### src/verilog/dmc_pkg.sv
// Channel datapath types, fetch state enum and rate period tables
`default_nettype none

package dmc_pkg;

	typedef logic [15:0] dmc_addr_t;  // Sample fetch address
	typedef logic [11:0] dmc_len_t;   // Bytes remaining
	typedef logic [6:0]  dmc_level_t; // Output level for the DAC
	typedef logic [8:0]  dmc_period_t; // Bit clock period in cycles

	// Bit clock periods with the slowest rate at index 0
	localparam dmc_period_t RATE_PERIOD [16] = '{
		9'd428, 9'd380, 9'd340, 9'd320, 9'd286, 9'd254, 9'd226, 9'd214,
		9'd190, 9'd160, 9'd142, 9'd128, 9'd106, 9'd84,  9'd72,  9'd54
	};

	// Same table for the 50 Hz console
	localparam dmc_period_t RATE_PERIOD_PAL [16] = '{
		9'd398, 9'd354, 9'd316, 9'd298, 9'd276, 9'd236, 9'd210, 9'd198,
		9'd176, 9'd148, 9'd132, 9'd118, 9'd98,  9'd78,  9'd66,  9'd50
	};

	localparam dmc_addr_t ADDR_BASE = 16'hC000; // Start of sample space
	localparam dmc_addr_t ADDR_WRAP = 16'h8000; // Counter wraps here past $FFFF

	typedef enum logic {
		FETCH_IDLE,
		FETCH_WAIT
	} dmc_fetch_state_t;

endpackage

`default_nettype wire

### src/verilog/dmc_reg_pkg.sv
// CPU register offsets, register field positions and register field types
`default_nettype none

package dmc_reg_pkg;

	// Low bits of the CPU register address
	typedef logic [4:0] dmc_reg_addr_t;

	// CPU data byte
	typedef logic [7:0] dmc_data_t;

	// Rate index field of $10
	typedef logic [3:0] dmc_rate_idx_t;

	localparam dmc_reg_addr_t REG_CTRL   = 5'h10; // Rate, loop, IRQ enable
	localparam dmc_reg_addr_t REG_LOAD   = 5'h11; // Direct output load
	localparam dmc_reg_addr_t REG_ADDR   = 5'h12; // Sample start address
	localparam dmc_reg_addr_t REG_LEN    = 5'h13; // Sample length
	localparam dmc_reg_addr_t REG_STATUS = 5'h15; // Channel enable

	localparam int CTRL_IRQ_EN_BIT   = 7;
	localparam int CTRL_LOOP_BIT     = 6;
	localparam int STATUS_ENABLE_BIT = 4; // Same bit reads back as active

	// Rate field occupies the low nibble of $10
	localparam int CTRL_RATE_LSB = 0;
	localparam int CTRL_RATE_MSB = 3;

endpackage

`default_nettype wire

### src/verilog/dmc_channel.sv
// Delta modulation channel top level: control, rate timer, fetch counters, output unit
`default_nettype none

module dmc_channel #(
	parameter bit RATE_TABLE_EN_NTSC = 1'b1
) (
	input  logic                       aclk,
	input  logic                       reset,
	input  logic                       reg_write,
	input  dmc_reg_pkg::dmc_reg_addr_t reg_addr,
	input  dmc_reg_pkg::dmc_data_t     reg_data,
	input  logic                       dma_grant,
	input  dmc_reg_pkg::dmc_data_t     dma_data,
	output logic                       dma_req,
	output dmc_pkg::dmc_addr_t         dma_addr,
	output dmc_pkg::dmc_level_t        dmc_out,
	output logic                       status_active,
	output logic                       irq
);

	dmc_reg_pkg::dmc_rate_idx_t rate_idx;
	logic tick;
	logic restart;
	logic byte_step;
	logic stop;
	logic sample_active;
	logic last_byte;
	logic buffer_full;
	logic buffer_load;

	assign status_active = sample_active; // Bytes remaining flag of $15

	dmc_control u_control (
		.aclk          (aclk),
		.reset         (reset),
		.reg_write     (reg_write),
		.reg_addr      (reg_addr),
		.reg_data      (reg_data),
		.dma_grant     (dma_grant),
		.sample_active (sample_active),
		.last_byte     (last_byte),
		.buffer_full   (buffer_full),
		.rate_idx      (rate_idx),
		.dma_req       (dma_req),
		.restart       (restart),
		.byte_step     (byte_step),
		.stop          (stop),
		.buffer_load   (buffer_load),
		.irq           (irq)
	);

	dmc_rate_timer #(
		.RATE_TABLE_EN_NTSC (RATE_TABLE_EN_NTSC)
	) u_rate_timer (
		.aclk     (aclk),
		.reset    (reset),
		.rate_idx (rate_idx),
		.tick     (tick)
	);

	dmc_sample_fetch u_sample_fetch (
		.aclk          (aclk),
		.reset         (reset),
		.reg_write     (reg_write),
		.reg_addr      (reg_addr),
		.reg_data      (reg_data),
		.restart       (restart),
		.byte_step     (byte_step),
		.stop          (stop),
		.dma_addr      (dma_addr),
		.sample_active (sample_active),
		.last_byte     (last_byte)
	);

	dmc_output_unit u_output_unit (
		.aclk        (aclk),
		.reset       (reset),
		.reg_write   (reg_write),
		.reg_addr    (reg_addr),
		.reg_data    (reg_data),
		.tick        (tick),
		.buffer_load (buffer_load),
		.dma_data    (dma_data),
		.buffer_full (buffer_full),
		.dmc_out     (dmc_out)
	);

endmodule

`default_nettype wire

### src/verilog/dmc_control.sv
// Channel control: $10 and $15 decode, interrupt flag and sample fetch FSM
`default_nettype none

module dmc_control (
	input  logic                        aclk,
	input  logic                        reset,
	input  logic                        reg_write,
	input  dmc_reg_pkg::dmc_reg_addr_t  reg_addr,
	input  dmc_reg_pkg::dmc_data_t      reg_data,
	input  logic                        dma_grant,
	input  logic                        sample_active,
	input  logic                        last_byte,
	input  logic                        buffer_full,
	output dmc_reg_pkg::dmc_rate_idx_t  rate_idx,
	output logic                        dma_req,
	output logic                        restart,
	output logic                        byte_step,
	output logic                        stop,
	output logic                        buffer_load,
	output logic                        irq
);

	logic ctrl_wr;
	logic status_wr;
	logic enable_bit;
	logic grant_ok;
	logic sample_end;
	logic loop_en;
	logic irq_en;
	dmc_pkg::dmc_fetch_state_t fetch_state;

	assign ctrl_wr    = reg_write && (reg_addr == dmc_reg_pkg::REG_CTRL);
	assign status_wr  = reg_write && (reg_addr == dmc_reg_pkg::REG_STATUS);
	assign enable_bit = reg_data[dmc_reg_pkg::STATUS_ENABLE_BIT];

	assign dma_req     = (fetch_state == dmc_pkg::FETCH_WAIT);
	assign grant_ok    = dma_grant && dma_req; // Stray grants are ignored
	assign buffer_load = grant_ok;
	assign sample_end  = grant_ok && last_byte;

	// Enabling only restarts a finished sample
	assign restart   = (status_wr && enable_bit && !sample_active) || (sample_end && loop_en);
	assign byte_step = grant_ok && !(last_byte && loop_en);
	assign stop      = status_wr && !enable_bit;

	always_ff @(posedge aclk) begin
		if (reset) begin
			rate_idx <= '0;
			loop_en  <= 1'b0;
			irq_en   <= 1'b0;
		end else if (ctrl_wr) begin
			rate_idx <= reg_data[dmc_reg_pkg::CTRL_RATE_MSB:dmc_reg_pkg::CTRL_RATE_LSB];
			loop_en  <= reg_data[dmc_reg_pkg::CTRL_LOOP_BIT];
			irq_en   <= reg_data[dmc_reg_pkg::CTRL_IRQ_EN_BIT];
		end
	end

	// Clearing by a register write takes precedence over a new sample end
	always_ff @(posedge aclk) begin
		if (reset)
			irq <= 1'b0;
		else if (status_wr || (ctrl_wr && !reg_data[dmc_reg_pkg::CTRL_IRQ_EN_BIT]))
			irq <= 1'b0;
		else if (sample_end && !loop_en && irq_en)
			irq <= 1'b1;
	end

	always_ff @(posedge aclk) begin
		if (reset) begin
			fetch_state <= dmc_pkg::FETCH_IDLE;
		end else begin
			case (fetch_state)
				dmc_pkg::FETCH_IDLE:
					if (sample_active && !buffer_full && !stop)
						fetch_state <= dmc_pkg::FETCH_WAIT; // Buffer empty with bytes left
				dmc_pkg::FETCH_WAIT:
					if (stop || dma_grant)
						fetch_state <= dmc_pkg::FETCH_IDLE;
				default:
					fetch_state <= dmc_pkg::FETCH_IDLE;
			endcase
		end
	end

endmodule

`default_nettype wire

### src/verilog/dmc_output_unit.sv
// Output unit: $11 decode, sample buffer, shift register, bit counter, delta counter
`default_nettype none

module dmc_output_unit (
	input  logic                       aclk,
	input  logic                       reset,
	input  logic                       reg_write,
	input  dmc_reg_pkg::dmc_reg_addr_t reg_addr,
	input  dmc_reg_pkg::dmc_data_t     reg_data,
	input  logic                       tick,
	input  logic                       buffer_load,
	input  dmc_reg_pkg::dmc_data_t     dma_data,
	output logic                       buffer_full,
	output dmc_pkg::dmc_level_t        dmc_out
);

	dmc_reg_pkg::dmc_data_t sample_buf;
	dmc_reg_pkg::dmc_data_t shift_reg;
	logic [2:0]             bit_cnt;
	logic                   silent;
	logic                   cycle_end;

	assign cycle_end = (bit_cnt == 3'd7);

	always_ff @(posedge aclk) begin
		if (buffer_load)
			sample_buf <= dma_data;
	end

	always_ff @(posedge aclk) begin
		if (reset) begin
			shift_reg   <= '0;
			bit_cnt     <= '0;
			silent      <= 1'b1;
			buffer_full <= 1'b0;
		end else begin
			if (tick) begin
				bit_cnt <= bit_cnt + 3'd1;
				if (cycle_end) begin
					// Start of a new 8-bit output cycle
					if (buffer_full) begin
						shift_reg   <= sample_buf;
						buffer_full <= 1'b0;
						silent      <= 1'b0;
					end else begin
						silent <= 1'b1; // Nothing fetched in time
					end
				end else if (!silent) begin
					shift_reg <= {1'b0, shift_reg[7:1]};
				end
			end
			if (buffer_load)
				buffer_full <= 1'b1;
		end
	end

	always_ff @(posedge aclk) begin
		if (reset) begin
			dmc_out <= '0;
		end else if (reg_write && (reg_addr == dmc_reg_pkg::REG_LOAD)) begin
			dmc_out <= reg_data[6:0]; // Direct load wins over a tick
		end else if (tick && !silent) begin
			if (shift_reg[0] && (dmc_out <= 7'd125))
				dmc_out <= dmc_out + 7'd2;
			else if (!shift_reg[0] && (dmc_out >= 7'd2))
				dmc_out <= dmc_out - 7'd2;
		end
	end

endmodule

`default_nettype wire

### src/verilog/dmc_rate_timer.sv
// Bit clock timer: period table lookup and down counter with tick output
`default_nettype none

module dmc_rate_timer #(
	parameter bit RATE_TABLE_EN_NTSC = 1'b1
) (
	input  logic                       aclk,
	input  logic                       reset,
	input  dmc_reg_pkg::dmc_rate_idx_t rate_idx,
	output logic                       tick
);

	dmc_pkg::dmc_period_t period;
	dmc_pkg::dmc_period_t count;

	assign period = RATE_TABLE_EN_NTSC ? dmc_pkg::RATE_PERIOD[rate_idx]
	                                   : dmc_pkg::RATE_PERIOD_PAL[rate_idx];

	// A new rate takes effect at the next reload
	always_ff @(posedge aclk) begin
		if (reset) begin
			count <= '0;
			tick  <= 1'b0;
		end else if (count == '0) begin
			count <= period - 9'd1;
			tick  <= 1'b1;
		end else begin
			count <= count - 9'd1;
			tick  <= 1'b0;
		end
	end

endmodule

`default_nettype wire

### src/verilog/dmc_sample_fetch.sv
// Sample fetch counters: $12 and $13 decode, address counter, remaining count
`default_nettype none

module dmc_sample_fetch (
	input  logic                       aclk,
	input  logic                       reset,
	input  logic                       reg_write,
	input  dmc_reg_pkg::dmc_reg_addr_t reg_addr,
	input  dmc_reg_pkg::dmc_data_t     reg_data,
	input  logic                       restart,
	input  logic                       byte_step,
	input  logic                       stop,
	output dmc_pkg::dmc_addr_t         dma_addr,
	output logic                       sample_active,
	output logic                       last_byte
);

	dmc_reg_pkg::dmc_data_t start_reg;
	dmc_reg_pkg::dmc_data_t length_reg;
	dmc_pkg::dmc_len_t      remaining;

	always_ff @(posedge aclk) begin
		if (reg_write && (reg_addr == dmc_reg_pkg::REG_ADDR))
			start_reg <= reg_data;
		if (reg_write && (reg_addr == dmc_reg_pkg::REG_LEN))
			length_reg <= reg_data;
	end

	always_ff @(posedge aclk) begin
		if (reset) begin
			dma_addr  <= dmc_pkg::ADDR_BASE;
			remaining <= '0;
		end else if (restart) begin
			dma_addr  <= dmc_pkg::ADDR_BASE + {2'b00, start_reg, 6'b000000}; // 64-byte steps
			remaining <= {length_reg, 4'b0000} + 12'd1; // 16n + 1 bytes
		end else begin
			if (byte_step)
				dma_addr <= (dma_addr == 16'hFFFF) ? dmc_pkg::ADDR_WRAP : dma_addr + 16'd1;
			if (stop)
				remaining <= '0;
			else if (byte_step)
				remaining <= remaining - 12'd1;
		end
	end

	assign sample_active = (remaining != '0);
	assign last_byte     = (remaining == 12'd1);

endmodule

`default_nettype wire
### config.mk
export PLATFORM = sky130hd
export DESIGN_NAME = dmc_channel
export DESIGN_NICKNAME = d
export VERILOG_FILES = /design/src/verilog/dmc_pkg.sv /design/src/verilog/dmc_reg_pkg.sv /design/src/verilog/dmc_channel.sv /design/src/verilog/dmc_control.sv /design/src/verilog/dmc_output_unit.sv /design/src/verilog/dmc_rate_timer.sv /design/src/verilog/dmc_sample_fetch.sv
export SDC_FILE = /design/constraint.sdc
export NUM_CORES = 1
export LEC_CHECK = 0
export BUFFER_PORTS_ARGS = -buffer_cell sky130_fd_sc_hd__buf_2
export CAP_MARGIN = 20
export CORE_ASPECT_RATIO = 1.75
export CORE_UTILIZATION = 53
export CTS_CLUSTER_DIAMETER = 200
export DETAILED_ROUTE_END_ITERATION = 8
export PLACE_DENSITY_LB_ADDON = 0.15
export RECOVER_POWER = 100
export SYNTH_ARGS = -nofsm -noshare
export SYNTH_HDL_FRONTEND = slang
export SYNTH_SLANG_ARGS = --single-unit
### constraint.sdc
create_clock -name aclk -period 2.4 [get_ports aclk]
set_input_delay 0.72 -clock aclk [delete_from_list [all_inputs] [get_ports aclk]]
set_output_delay 0.72 -clock aclk [all_outputs]
set_load 0.03 [all_outputs]
Word level (Yosys, flattened, before mapping)
Memory sizes are Yosys's and may differ from the RTL's.
Index checks and enable logic that the tools add are counted.
{"block": "word_totals", "register_bits": 90, "mem_bits_ro": 144, "input_bits": 25, "n_memories": 1}
{"block": "classes", "n_addsub": 9, "magnitude_cmp": 3, "n_eq_ne": 10, "mux": 24, "bitwise_logic": 2, "reduce_logical": 46}
{"name": "(no name shown)", "depth": 16, "word_bits": 9, "rd": 1, "rd_ports_with_merged_regs": 0, "wr": 0, "line_no": "dmc_rate_timer.sv:16", "source": "assign period = RATE_TABLE_EN_NTSC ? dmc_pkg::RATE_PERIOD[rate_idx]"}
{"cell": "2-to-1 mux 16 bit", "count": 3}
{"cell": "2-to-1 mux 12 bit", "count": 3}
{"cell": "2-to-1 mux 7 bit", "count": 4}
{"cell": "2-to-1 mux 9 bit", "count": 3}
{"cell": "equality test 5 bit (second input constant)", "count": 5}
{"cell": "2-to-1 mux 8 bit", "count": 3}
{"cell": "logical AND 1 bit", "count": 21}
{"cell": "subtractor 9 x 1 -> 9 bit (second input constant)", "count": 2}
{"cell": "adder 15 x 15 -> 16 bit (first input constant)", "count": 1}
{"cell": "adder 16 x 1 -> 16 bit (second input constant)", "count": 1}
{"cell": "equality test 16 bit (second input constant)", "count": 1}
{"cell": "adder 12 x 1 -> 12 bit (second input constant)", "count": 1}
{"cell": "equality test 12 x 1 -> 1 bit (second input constant)", "count": 1}
{"cell": "nonzero test 12 bit", "count": 1}
{"cell": "subtractor 12 x 1 -> 12 bit (second input constant)", "count": 1}
{"cell": "logical NOT 1 bit", "count": 9}
{"cell": "logical NOT 9 bit", "count": 1}
{"cell": "nonzero test 2 bit", "count": 4}
{"cell": "adder 7 x 2 -> 7 bit (second input constant)", "count": 1}
{"cell": "greater-or-equal comparator 7 x 2 -> 1 bit (second input constant)", "count": 1}
{"cell": "<= comparator 7 bit (second input constant)", "count": 1}
{"cell": "2-to-1 mux 1 bit", "count": 7}
{"cell": "subtractor 7 x 2 -> 7 bit (second input constant)", "count": 1}
{"cell": "AND reduction 2 bit", "count": 3}
{"cell": "12 further kinds", "count": 15}

Longest topological paths before layout
Gate-level depths: netlist of run 1.
{"block": "depth", "word_depth": 7, "depth_mapped": 11, "mapped_depth_nobuf": 10}

By module
A second synthesis of run 1 with hierarchy kept.
{"block": "unflattened", "cells_unflattened": 512, "area_unflattened_um2": 4815.9}
{"mod": "dmc_sample_fetch", "n_inst": 1, "cells_per_inst": 210, "area_per_inst_um2": 2075.7, "seq_area_each_um2": 1041.0}
{"mod": "dmc_output_unit", "n_inst": 1, "cells_per_inst": 150, "area_per_inst_um2": 1447.6, "seq_area_each_um2": 640.6}
{"mod": "dmc_rate_timer", "n_inst": 1, "cells_per_inst": 102, "area_per_inst_um2": 873.3, "seq_area_each_um2": 200.2}
{"mod": "dmc_control", "n_inst": 1, "cells_per_inst": 50, "area_per_inst_um2": 419.2, "seq_area_each_um2": 160.2}

Worst setup path before layout of run 1
Ideal clock, no wire load.
{"block": "synth_path", "path_type": "reg-to-reg", "start": "register u_rate_timer.count[3]", "end": "register u_rate_timer.count[8]", "t_arrival_ps": 2188, "required_ps": 2330, "setup_slack_ps": 142, "stages_incl_launch_ff": 11, "n_path_buf": 1, "cell_sequence": "dfxtp_1 -> or4_1 -> nor3_4 -> buf_4 -> a21boi_0 -> nor2_1 -> ha_1 -> nand4b_1 -> a21oi_1 -> a31o_2 -> a21oi_1"}
{"block": "synth_between", "elab_chain_len": 2, "elab_cells_between_ends": 3}
{"element": "start, declared", "line_no": "dmc_rate_timer.sv:14", "source": "dmc_pkg::dmc_period_t count;"}
{"element": "start signal, assigned", "line_no": "dmc_rate_timer.sv:25", "source": "count <= period - 9'd1;"}
{"element": "start signal, assigned", "line_no": "dmc_rate_timer.sv:28", "source": "count <= count - 9'd1;"}
{"element": "subtractor 9 x 1 -> 9 bit or logical NOT 9 bit (tied branches)", "line_no": "dmc_rate_timer.sv:28, dmc_rate_timer.sv:24"}
{"element": "2-to-1 mux 9 bit (*)", "line_no": "dmc_rate_timer.sv:24", "source": "end else if (count == '0) begin"}
Mark *: on every way between the ends. The rest lies on a longest branch, timed or not.
A chain may end at the register's enable or synchronous reset.

Worst setup path after layout of run 1
{"block": "layout_path", "start": "register u_sample_fetch.remaining[0]", "end": "output port status_active"}
{"block": "layout_between", "elab_chain_len": 1}
{"element": "start, declared", "line_no": "dmc_sample_fetch.sv:20", "source": "dmc_pkg::dmc_len_t remaining;"}
{"element": "start signal, assigned", "line_no": "dmc_sample_fetch.sv:35", "source": "remaining <= {length_reg, 4'b0000} + 12'd1;"}
{"element": "start signal, assigned", "line_no": "dmc_sample_fetch.sv:42", "source": "remaining <= remaining - 12'd1;"}
{"element": "nonzero test 12 bit", "line_no": "dmc_sample_fetch.sv:46", "source": "assign sample_active = (remaining != '0);"}
{"element": "end, declared", "line_no": "dmc_channel.sv:17", "source": "output logic status_active,"}
No other way between the ends.

==> results of run 1 <==
## power breakdown
group	total [mW]	internal, mW	switching, mW	leakage [nW]
clock network	1.53	0.927	0.604	0.156
logic	1.48	0.617	0.861	1.08
registers	1.89	1.72	0.171	0.754
total	4.90	3.27	1.64	1.99
## critical path: stages (launching register included)
cell and delay (ns):
sky130_fd_sc_hd__dfxtp_1 0.36, sky130_fd_sc_hd__inv_1 0.13, sky130_fd_sc_hd__ha_2 0.25, sky130_fd_sc_hd__nor3b_4 0.23, sky130_fd_sc_hd__nand3_2 0.12, sky130_fd_sc_hd__buf_2 0.21
## cells by family after synthesis
kind of cell    Yosys count  synth area share (%)
simple gates            194                  22.2
buf+inv                  37                  3.24
fa+ha+maj                15                  4.02
flops                    90                  43.7
compound gates          118                  17.1
xor+xnor                 24                  4.50
mux                      23                  5.25
## final cells by class
class                      instances  area [µm²]  area share [%]
clock buffer                      10         229            4.17
tap                              117         146            2.66
clock inverter                     6        96.3            1.75
sequential                        90        2040            37.2
multi-input combinational        374        2510            45.6
inverter                          17        63.8            1.16
timing repair buffer              81         410            7.47
## metal layers
metal	share of wire [%]	wire, µm
met1	36	4260
met2	56	6620
met3	3.6	429
met4	4.2	492
met5	0	0
## worst max-delay path by stage
stage	to	slack, ns	cells after the start
finish	status_active	0.05	5
global route	status_active	-0.009	5
CTS	status_active	0.001	3
detailed placement	u_sample_fetch.dma_addr[4]	0.15	7
global placement	u_output_unit.dmc_out[5]	0.18	6
floorplan	u_rate_timer.count[8]	0.14	10
## placed cells by master (no fill, tap or decap), types with 9 or more instances in the layout
cell,netlist,layout
sky130_fd_sc_hd__clkbuf_16,0,9
sky130_fd_sc_hd__nor2_1,59,59
sky130_fd_sc_hd__nand3_1,21,20
sky130_fd_sc_hd__ha_1,15,14
sky130_fd_sc_hd__clkbuf_1,13,43
sky130_fd_sc_hd__o21ai_0,15,15
sky130_fd_sc_hd__xor2_1,9,9
sky130_fd_sc_hd__nor4_1,9,9
sky130_fd_sc_hd__xnor2_1,15,15
sky130_fd_sc_hd__nand2_1,30,30
sky130_fd_sc_hd__a21oi_1,32,31
sky130_fd_sc_hd__inv_1,17,17
sky130_fd_sc_hd__dfxtp_1,66,65
sky130_fd_sc_hd__a211oi_1,15,14
sky130_fd_sc_hd__buf_2,4,16
sky130_fd_sc_hd__nor3_1,14,14
sky130_fd_sc_hd__edfxtp_1,24,24
sky130_fd_sc_hd__nand4_1,11,11
sky130_fd_sc_hd__buf_4,2,23
sky130_fd_sc_hd__mux2i_1,20,20
## repair_timing
action                                  in CTS  in global routing
setup buffers                                0                  2
gates resized for setup                      1                  6
pin swaps                                    0                  3
endpoints found under the setup margin       1                  5
## through the flow
step           hold slack (ns)  std cells  setup WS [ns]  instance area, µm²
2_1_floorplan            0.407        501          0.142                4670
3_3_place_gp             0.417        677          0.184                5200
3_5_place_dp             0.425        677          0.146                5200
4_1_cts                  0.434        693       0.000951                5530
5_1_grt                  0.462        695       -0.00872                5500
6_report                 0.429        695         0.0516                5500
==> results_tabular.tex, run 1 <==
\begin{tabular}{lr}
\hline
Metric & Value \\
\hline
\multicolumn{2}{l}{\textbf{Layout}} \\
FILL cells & roughly 790 \\
Largest registers & u\_sample\_fetch.dma\_addr x16, u\_sample\_fetch.remaining x12, u\_rate\_timer.count x9 \\
Fraction of final layout cells with drive strength greater than 1 & between 10\% and 20\% \\
Largest register FFs & 16 \\
Final core occ & between 60\% and 70\% \\
Net total in the final layout & about 610 \\
Area grow syn2layout & 17.6\% \\
Biggest register & u\_sample\_fetch.dma\_addr \\
Antenna diodes & 0 \\
\multicolumn{2}{l}{\textbf{Place}} \\
HPWL after detailed placement & just under 9000 µm \\
Buffers added on ports & 50 \\
Global placement routability congestion & 0.921 \\
\multicolumn{2}{l}{\textbf{Die}} \\
Core region area & roughly 8600 µm² \\
Chip width & 73.0 µm \\
Initial cell density of the core & 54.2\% \\
Standard-cell rows & 45 \\
Chip Height & roughly 130 µm \\
IO Count & 51 \\
Die footprint & around 9000 µm² \\
\multicolumn{2}{l}{\textbf{Hold path}} \\
Destination of the worst hold path & u\_rate\_timer.count[0] \\
Count of cells along the worst hold path & 1 \\
Worst min path class & reg -> reg \\
Critical hold path startpoint & u\_rate\_timer.count[0] \\
\multicolumn{2}{l}{\textbf{Timing}} \\
Setup total negative slack & 0 ns \\
Worst-case headroom to the max-slew limit & 19.8\% \\
Worst clock skew on the final layout & approximately 0.008 ns \\
Endpoints failing hold & 0 \\
Slew Viols, Final & 0 \\
Unrepaired setup endpoints after global routing & true \\
Measured slew at the worst slew-check pin & 1.20 ns \\
F\_max & 426 MHz \\
Min Clock Period, post-route & 2.35 ns \\
Endpoints failing setup & 0 \\
Final critical-path share of the clock period & between 90\% and 100\% \\
\multicolumn{2}{l}{\textbf{GRT}} \\
GRT busiest layer & met2 \\
Final global-route overflow total & 0 \\
Number of global-route vias before repair & 3906 \\
Global-route met2 utilization & approximately half \\
Wire length of the first global-routing pass & around 19000 µm \\
Maximum number of pins on one net before global-route repair & 26 \\
Initial antenna violation count & 0 \\
GRT Overall Usage & between 20\% and 30\% \\
Met3 Track Usage GR & 4.32\% \\
Met1 Track Usage GR & between 20\% and 30\% \\
\multicolumn{2}{l}{\textbf{Critical path}} \\
Setup slack on the worst flop-to-flop path & approximately 0.14 ns \\
Launch instance of the worst register-to-register path & u\_output\_unit.dmc\_out[2] \\
FF-to-FF End & u\_output\_unit.dmc\_out[5] \\
Biggest fanout along the worst timing path & 5 \\
Endpoint class of the critical path & primary output \\
Data required, critical path & $\sim$1.7 ns \\
Endpoint arrival time on the critical path & 1.63 ns \\
Worst setup path class & reg -> out \\
Launching instance or port of the critical path & u\_sample\_fetch.remaining[0] \\
Startpoint Class & flip-flop \\
Reg2reg path depth & 6 \\
\multicolumn{2}{l}{\textbf{Synth}} \\
Synthesized Nets & 541 \\
Flop and latch count out of synthesis & 90 \\
Top cells by count, synth & 66 x sky130\_fd\_sc\_hd\_\_dfxtp\_1, 59 x sky130\_fd\_sc\_hd\_\_nor2\_1, 32 x sky130\_fd\_sc\_hd\_\_a21oi\_1, 30 x sky130\_fd\_sc\_hd\_\_nand2\_1, 24 x sky130\_fd\_sc\_hd\_\_edfxtp\_1 \\
Synthesized cell area & 4670 µm² \\
Number of warnings reported in the yosys synthesis log & 0 \\
Synth area leader & sky130\_fd\_sc\_hd\_\_dfxtp\_1 \\
Share of the yosys chip area belonging to registers & a little over two fifths \\
Cell types with the largest area share after synthesis & sky130\_fd\_sc\_hd\_\_dfxtp\_1 28\%, sky130\_fd\_sc\_hd\_\_edfxtp\_1 15\%, sky130\_fd\_sc\_hd\_\_nor2\_1 4.7\% \\
Most repeated cell in the gate-level netlist after synthesis & sky130\_fd\_sc\_hd\_\_dfxtp\_1 \\
Average size of a mapped cell & between 9 and 10 µm² \\
Count of different cell masters after synthesis & 68 \\
FFs w/ async S/R, synth & 0\% \\
Primary flip-flop cell chosen by synthesis mapping & sky130\_fd\_sc\_hd\_\_dfxtp\_1 \\
Number of enable-type register cells in the synthesized netlist & 24 \\
Post-synth top area share & approximately 28\% \\
Gate Count Post-Synth & between 500 and 600 \\
\multicolumn{2}{l}{\textbf{Detailed routing}} \\
Routed WL per cell & roughly 17 µm \\
Routed wire length & 11800 µm \\
Number of nets with antenna violations after routing & 0 \\
Number of iterations in the first detailed-routing pass & 5 \\
Number of DRC markers after the initial detailed-route iteration & around 230 \\
Drc violations & 0 \\
Total via count after detailed routing & 4150 \\
Number of vias per cell & 5.97 \\
\multicolumn{2}{l}{\textbf{Clock network}} \\
Buffer levels on the longest clock path & 2 \\
Clock slew seen by the registers of the worst setup and hold paths & around 0.06 ns \\
CTS Root Buffer Type & sky130\_fd\_sc\_hd\_\_clkbuf\_16 \\
Cts-stage hold buffer count & 0 \\
Number of clock sinks seen by CTS & 90 \\
CTS Buf Count & 9 \\
Skew-Pair Late Insertion Delay & between 0.3 and 0.4 ns \\
Clock tree from TritonCTS & built \\
CTS HTree Levels & 3 \\
\multicolumn{2}{l}{\textbf{Power and ir drop}} \\
Total power after layout & $\sim$4.9 mW \\
Total power density per cell area & slightly below 900 nW/µm² \\
Leakage Power & between 1.5 and 2 nW \\
Worst vdd ir & between 600 and 700 µV \\
\multicolumn{2}{l}{\textbf{Run status}} \\
Run status & complete, no violations \\
\multicolumn{2}{l}{\textbf{Flow run}} \\
Max-capacitance violation count & 0 \\
\hline
\end{tabular}
Power figures use the tool's default switching activity.
==> inputs of run 2 (changes only) <==
--- a/config.mk
+++ b/config.mk
@@ -8,9 +8,11 @@
 export BUFFER_PORTS_ARGS = -buffer_cell sky130_fd_sc_hd__buf_2
 export CAP_MARGIN = 20
 export CORE_ASPECT_RATIO = 1.75
+export CORE_MARGIN = 2
 export CORE_UTILIZATION = 53
 export CTS_CLUSTER_DIAMETER = 200
 export DETAILED_ROUTE_END_ITERATION = 8
+export HOLD_SLACK_MARGIN = 0.15
 export PLACE_DENSITY_LB_ADDON = 0.15
 export RECOVER_POWER = 100
 export SYNTH_ARGS = -nofsm -noshare
==> results_tabular.tex, run 2 (synthesized netlist as in run 1, its figures left out) <==
\begin{tabular}{lr}
\hline
Metric & Value \\
\hline
\multicolumn{2}{l}{\textbf{Hold path}} \\
Worst min path class & reg -> reg (unchanged) \\
Destination of the worst hold path & u\_rate\_timer.count[0] (unchanged) \\
Count of cells along the worst hold path & 1 (unchanged) \\
Critical hold path startpoint & u\_rate\_timer.count[0] (unchanged) \\
\multicolumn{2}{l}{\textbf{Detailed routing}} \\
Total via count after detailed routing & 4213 (was 4150) \\
Routed WL per cell & 17.5 µm (was 17.0 µm) \\
Routed wire length & 12100 µm (was 11800 µm) \\
Number of vias per cell & 6.06 (was 5.97) \\
Number of nets with antenna violations after routing & 0 (unchanged) \\
Number of DRC markers after the initial detailed-route iteration & 292 (was 232) \\
Drc violations & 0 (unchanged) \\
Number of iterations in the first detailed-routing pass & 5 (unchanged) \\
\multicolumn{2}{l}{\textbf{Timing}} \\
Worst-case headroom to the max-slew limit & 47.7\% (was 19.8\%) \\
Unrepaired setup endpoints after global routing & false (was true) \\
Endpoints failing setup & 0 (unchanged) \\
Min Clock Period, post-route & 2.32 ns (was 2.35 ns) \\
Endpoints failing hold & 0 (unchanged) \\
Slew Viols, Final & 0 (unchanged) \\
F\_max & 431 MHz (was 426 MHz) \\
Final critical-path share of the clock period & 96.8\% (was 97.9\%) \\
Measured slew at the worst slew-check pin & 0.784 ns (was 1.20 ns) \\
Worst clock skew on the final layout & 0.00931 ns (was 0.00804 ns) \\
Setup total negative slack & 0 ns (unchanged) \\
\multicolumn{2}{l}{\textbf{Die}} \\
Chip width & 75.0 µm (was 73.0 µm) \\
Core region area & 8610 µm² (unchanged) \\
Chip Height & 128 µm (was 126 µm) \\
IO Count & 51 (unchanged) \\
Die footprint & 9610 µm² (was 9210 µm²) \\
Initial cell density of the core & 54.2\% (unchanged) \\
Standard-cell rows & 45 (unchanged) \\
\multicolumn{2}{l}{\textbf{Place}} \\
Global placement routability congestion & 0.957 (was 0.921) \\
Number of placed instances, taps included & 677 (unchanged) \\
Buffers added on ports & 50 (unchanged) \\
HPWL after detailed placement & 9010 µm (was 8850 µm) \\
\multicolumn{2}{l}{\textbf{Power and ir drop}} \\
Leakage Power & 1.99 nW (about the same) \\
Worst vdd ir & 515 µV (was 682 µV) \\
Total power density per cell area & 891 nW/µm² (was 892 nW/µm²) \\
\multicolumn{2}{l}{\textbf{Layout}} \\
Biggest register & u\_sample\_fetch.dma\_addr (unchanged) \\
FILL cells & 778 (was 792) \\
Most common library cell in the layout ignoring fill and taps & sky130\_fd\_sc\_hd\_\_dfxtp\_1 (unchanged) \\
Area grow syn2layout & 18.1\% (was 17.6\%) \\
Number of non-filler instances in the completed layout & 695 (unchanged) \\
Antenna diodes & 0 (unchanged) \\
Net total in the final layout & 613 (unchanged) \\
Fraction of final layout cells with drive strength greater than 1 & 12.6\% (was 12.8\%) \\
Largest register FFs & 16 (unchanged) \\
Commonest cells after routing, fill and taps aside & 66 x sky130\_fd\_sc\_hd\_\_dfxtp\_1, 59 x sky130\_fd\_sc\_hd\_\_nor2\_1, 44 x sky130\_fd\_sc\_hd\_\_clkbuf\_1, 31 x sky130\_fd\_sc\_hd\_\_a21oi\_1, 30 x sky130\_fd\_sc\_hd\_\_nand2\_1 (was 65 x sky130\_fd\_sc\_hd\_\_dfxtp\_1, 59 x sky130\_fd\_sc\_hd\_\_nor2\_1, 43 x sky130\_fd\_sc\_hd\_\_clkbuf\_1, 31 x sky130\_fd\_sc\_hd\_\_a21oi\_1, 30 x sky130\_fd\_sc\_hd\_\_nand2\_1) \\
Largest registers & u\_sample\_fetch.dma\_addr x16, u\_sample\_fetch.remaining x12, u\_rate\_timer.count x9 (unchanged) \\
\multicolumn{2}{l}{\textbf{Critical path}} \\
Data required, critical path & 1.68 ns (about the same) \\
Endpoint arrival time on the critical path & 1.60 ns (was 1.63 ns) \\
Startpoint Class & flip-flop (unchanged) \\
Launch instance of the worst register-to-register path & u\_sample\_fetch.remaining[8] (was u\_output\_unit.dmc\_out[2]) \\
Biggest fanout along the worst timing path & 5 (unchanged) \\
Worst setup path class & reg -> out (unchanged) \\
Reg2reg path depth & 8 (was 6) \\
Endpoint class of the critical path & primary output (unchanged) \\
FF-to-FF End & u\_sample\_fetch.remaining[7] (was u\_output\_unit.dmc\_out[5]) \\
Setup slack on the worst flop-to-flop path & 0.14 ns (about the same) \\
\multicolumn{2}{l}{\textbf{Clock network}} \\
Number of clock sinks seen by CTS & 90 (unchanged) \\
CTS HTree Levels & 3 (unchanged) \\
Skew-Pair Late Insertion Delay & 0.34 ns (about the same) \\
CTS Root Buffer Type & sky130\_fd\_sc\_hd\_\_clkbuf\_16 (unchanged) \\
CTS Buf Count & 9 (unchanged) \\
Clock tree from TritonCTS & built (unchanged) \\
Buffer levels on the longest clock path & 2 (unchanged) \\
Clock slew seen by the registers of the worst setup and hold paths & 0.07 ns (was 0.06 ns) \\
\multicolumn{2}{l}{\textbf{GRT}} \\
Number of global-route vias before repair & 4084 (was 3906) \\
Wire length of the first global-routing pass & 19600 µm (was 19000 µm) \\
Initial antenna violation count & 0 (unchanged) \\
Final global-route overflow total & 0 (unchanged) \\
GRT Overall Usage & 27.0\% (was 27.1\%) \\
Maximum number of pins on one net before global-route repair & 28 (was 26) \\
\multicolumn{2}{l}{\textbf{Run status}} \\
Run status & complete, no violations (unchanged) \\
\multicolumn{2}{l}{\textbf{Flow run}} \\
Max-capacitance violation count & 0 (unchanged) \\
\hline
\end{tabular}
==> run 2: cell count changes in the layout (fill, tap and decap cells not counted), sizes merged <==
cell / before / now
buf: 39 / 36
clkbuf: 52 / 55
==> run 2: metrics by stage <==
| stage | cell area, µm² | setup WS (ns) | util, % | power (mW) | hold WS, ns |
|---|---|---|---|---|---|
| 3_3_place_gp | 5200 | 0.201 | 60.4 | 3.29 | 0.421 |
| 6_report | 5520 | 0.0776 | 64.1 | 4.91 | 0.430 |
| 3_5_place_dp | 5200 | 0.118 | 60.4 | 3.32 | 0.426 |
| 5_1_grt | 5520 | 0.00203 | 64.1 | 5.20 | 0.464 |
| 2_1_floorplan | 4670 | 0.142 | - | 2.94 | 0.407 |
| 4_1_cts | 5530 | 0.00921 | 64.2 | 4.89 | 0.435 |
==> run 2: power by group <==
group | switching [mW] | internal (mW)
Sequential | 0.178 | 1.72
Clock | 0.616 | 0.928
Combinational | 0.855 | 0.615
Total | 1.65 | 3.27
==> run 2: worst max path at each step <==
stage / from / end / slack, ns / cells past startpoint
floorplan: u_rate_timer.count[3] / u_rate_timer.count[8] / 0.14 / 10
global placement: u_control.rate_idx[0] / u_rate_timer.count[6] / 0.20 / 10
detailed placement: u_output_unit.dmc_out[2] / u_output_unit.dmc_out[5] / 0.12 / 6
CTS: u_sample_fetch.remaining[7] / status_active / 0.009 / 3
global route: u_control.rate_idx[0] / u_rate_timer.count[8] / 0.002 / 10
finish: u_sample_fetch.remaining[0] / status_active / 0.08 / 5
==> run 2: timing repair <==
action                                  4_1_cts  5_1_grt
resized for setup                             2        8
hold buffers                                  0        0
endpoints found under the setup margin        1        7
setup buffers                                 0        2
pin swaps                                     0        3
==> run 2: final cells by class <==
type / count / area, µm² / share of cell area [%]
clock inverters: 6 / 96.3 / 1.75
clock buffers: 10 / 229 / 4.15
inverters: 17 / 63.8 / 1.16
repair buffers: 81 / 409 / 7.41
well taps: 117 / 146 / 2.65
multi-input cells: 374 / 2530 / 45.9
flip-flops and latches: 90 / 2040 / 37.0
==> run 2: routing by layer <==
layer | vias to the layer above | GRT usage [%] | wire length [µm]
li1 | 2018 | - | -
met1 | 1984 | 27.8 | 4300
met2 | 157 | 47.1 | 6580
met3 | 54 | 5.66 | 475
met4 | 0 | 17.9 | 770
met5 | - | 0 | 0
==> run 2: worst max-delay path, stage by stage (launching register included) <==
cell,delay (ns)
sky130_fd_sc_hd__dfxtp_1,0.35
sky130_fd_sc_hd__inv_1,0.16
sky130_fd_sc_hd__ha_4,0.20
sky130_fd_sc_hd__nor3b_4,0.20
sky130_fd_sc_hd__nand3_1,0.13
sky130_fd_sc_hd__clkbuf_4,0.22
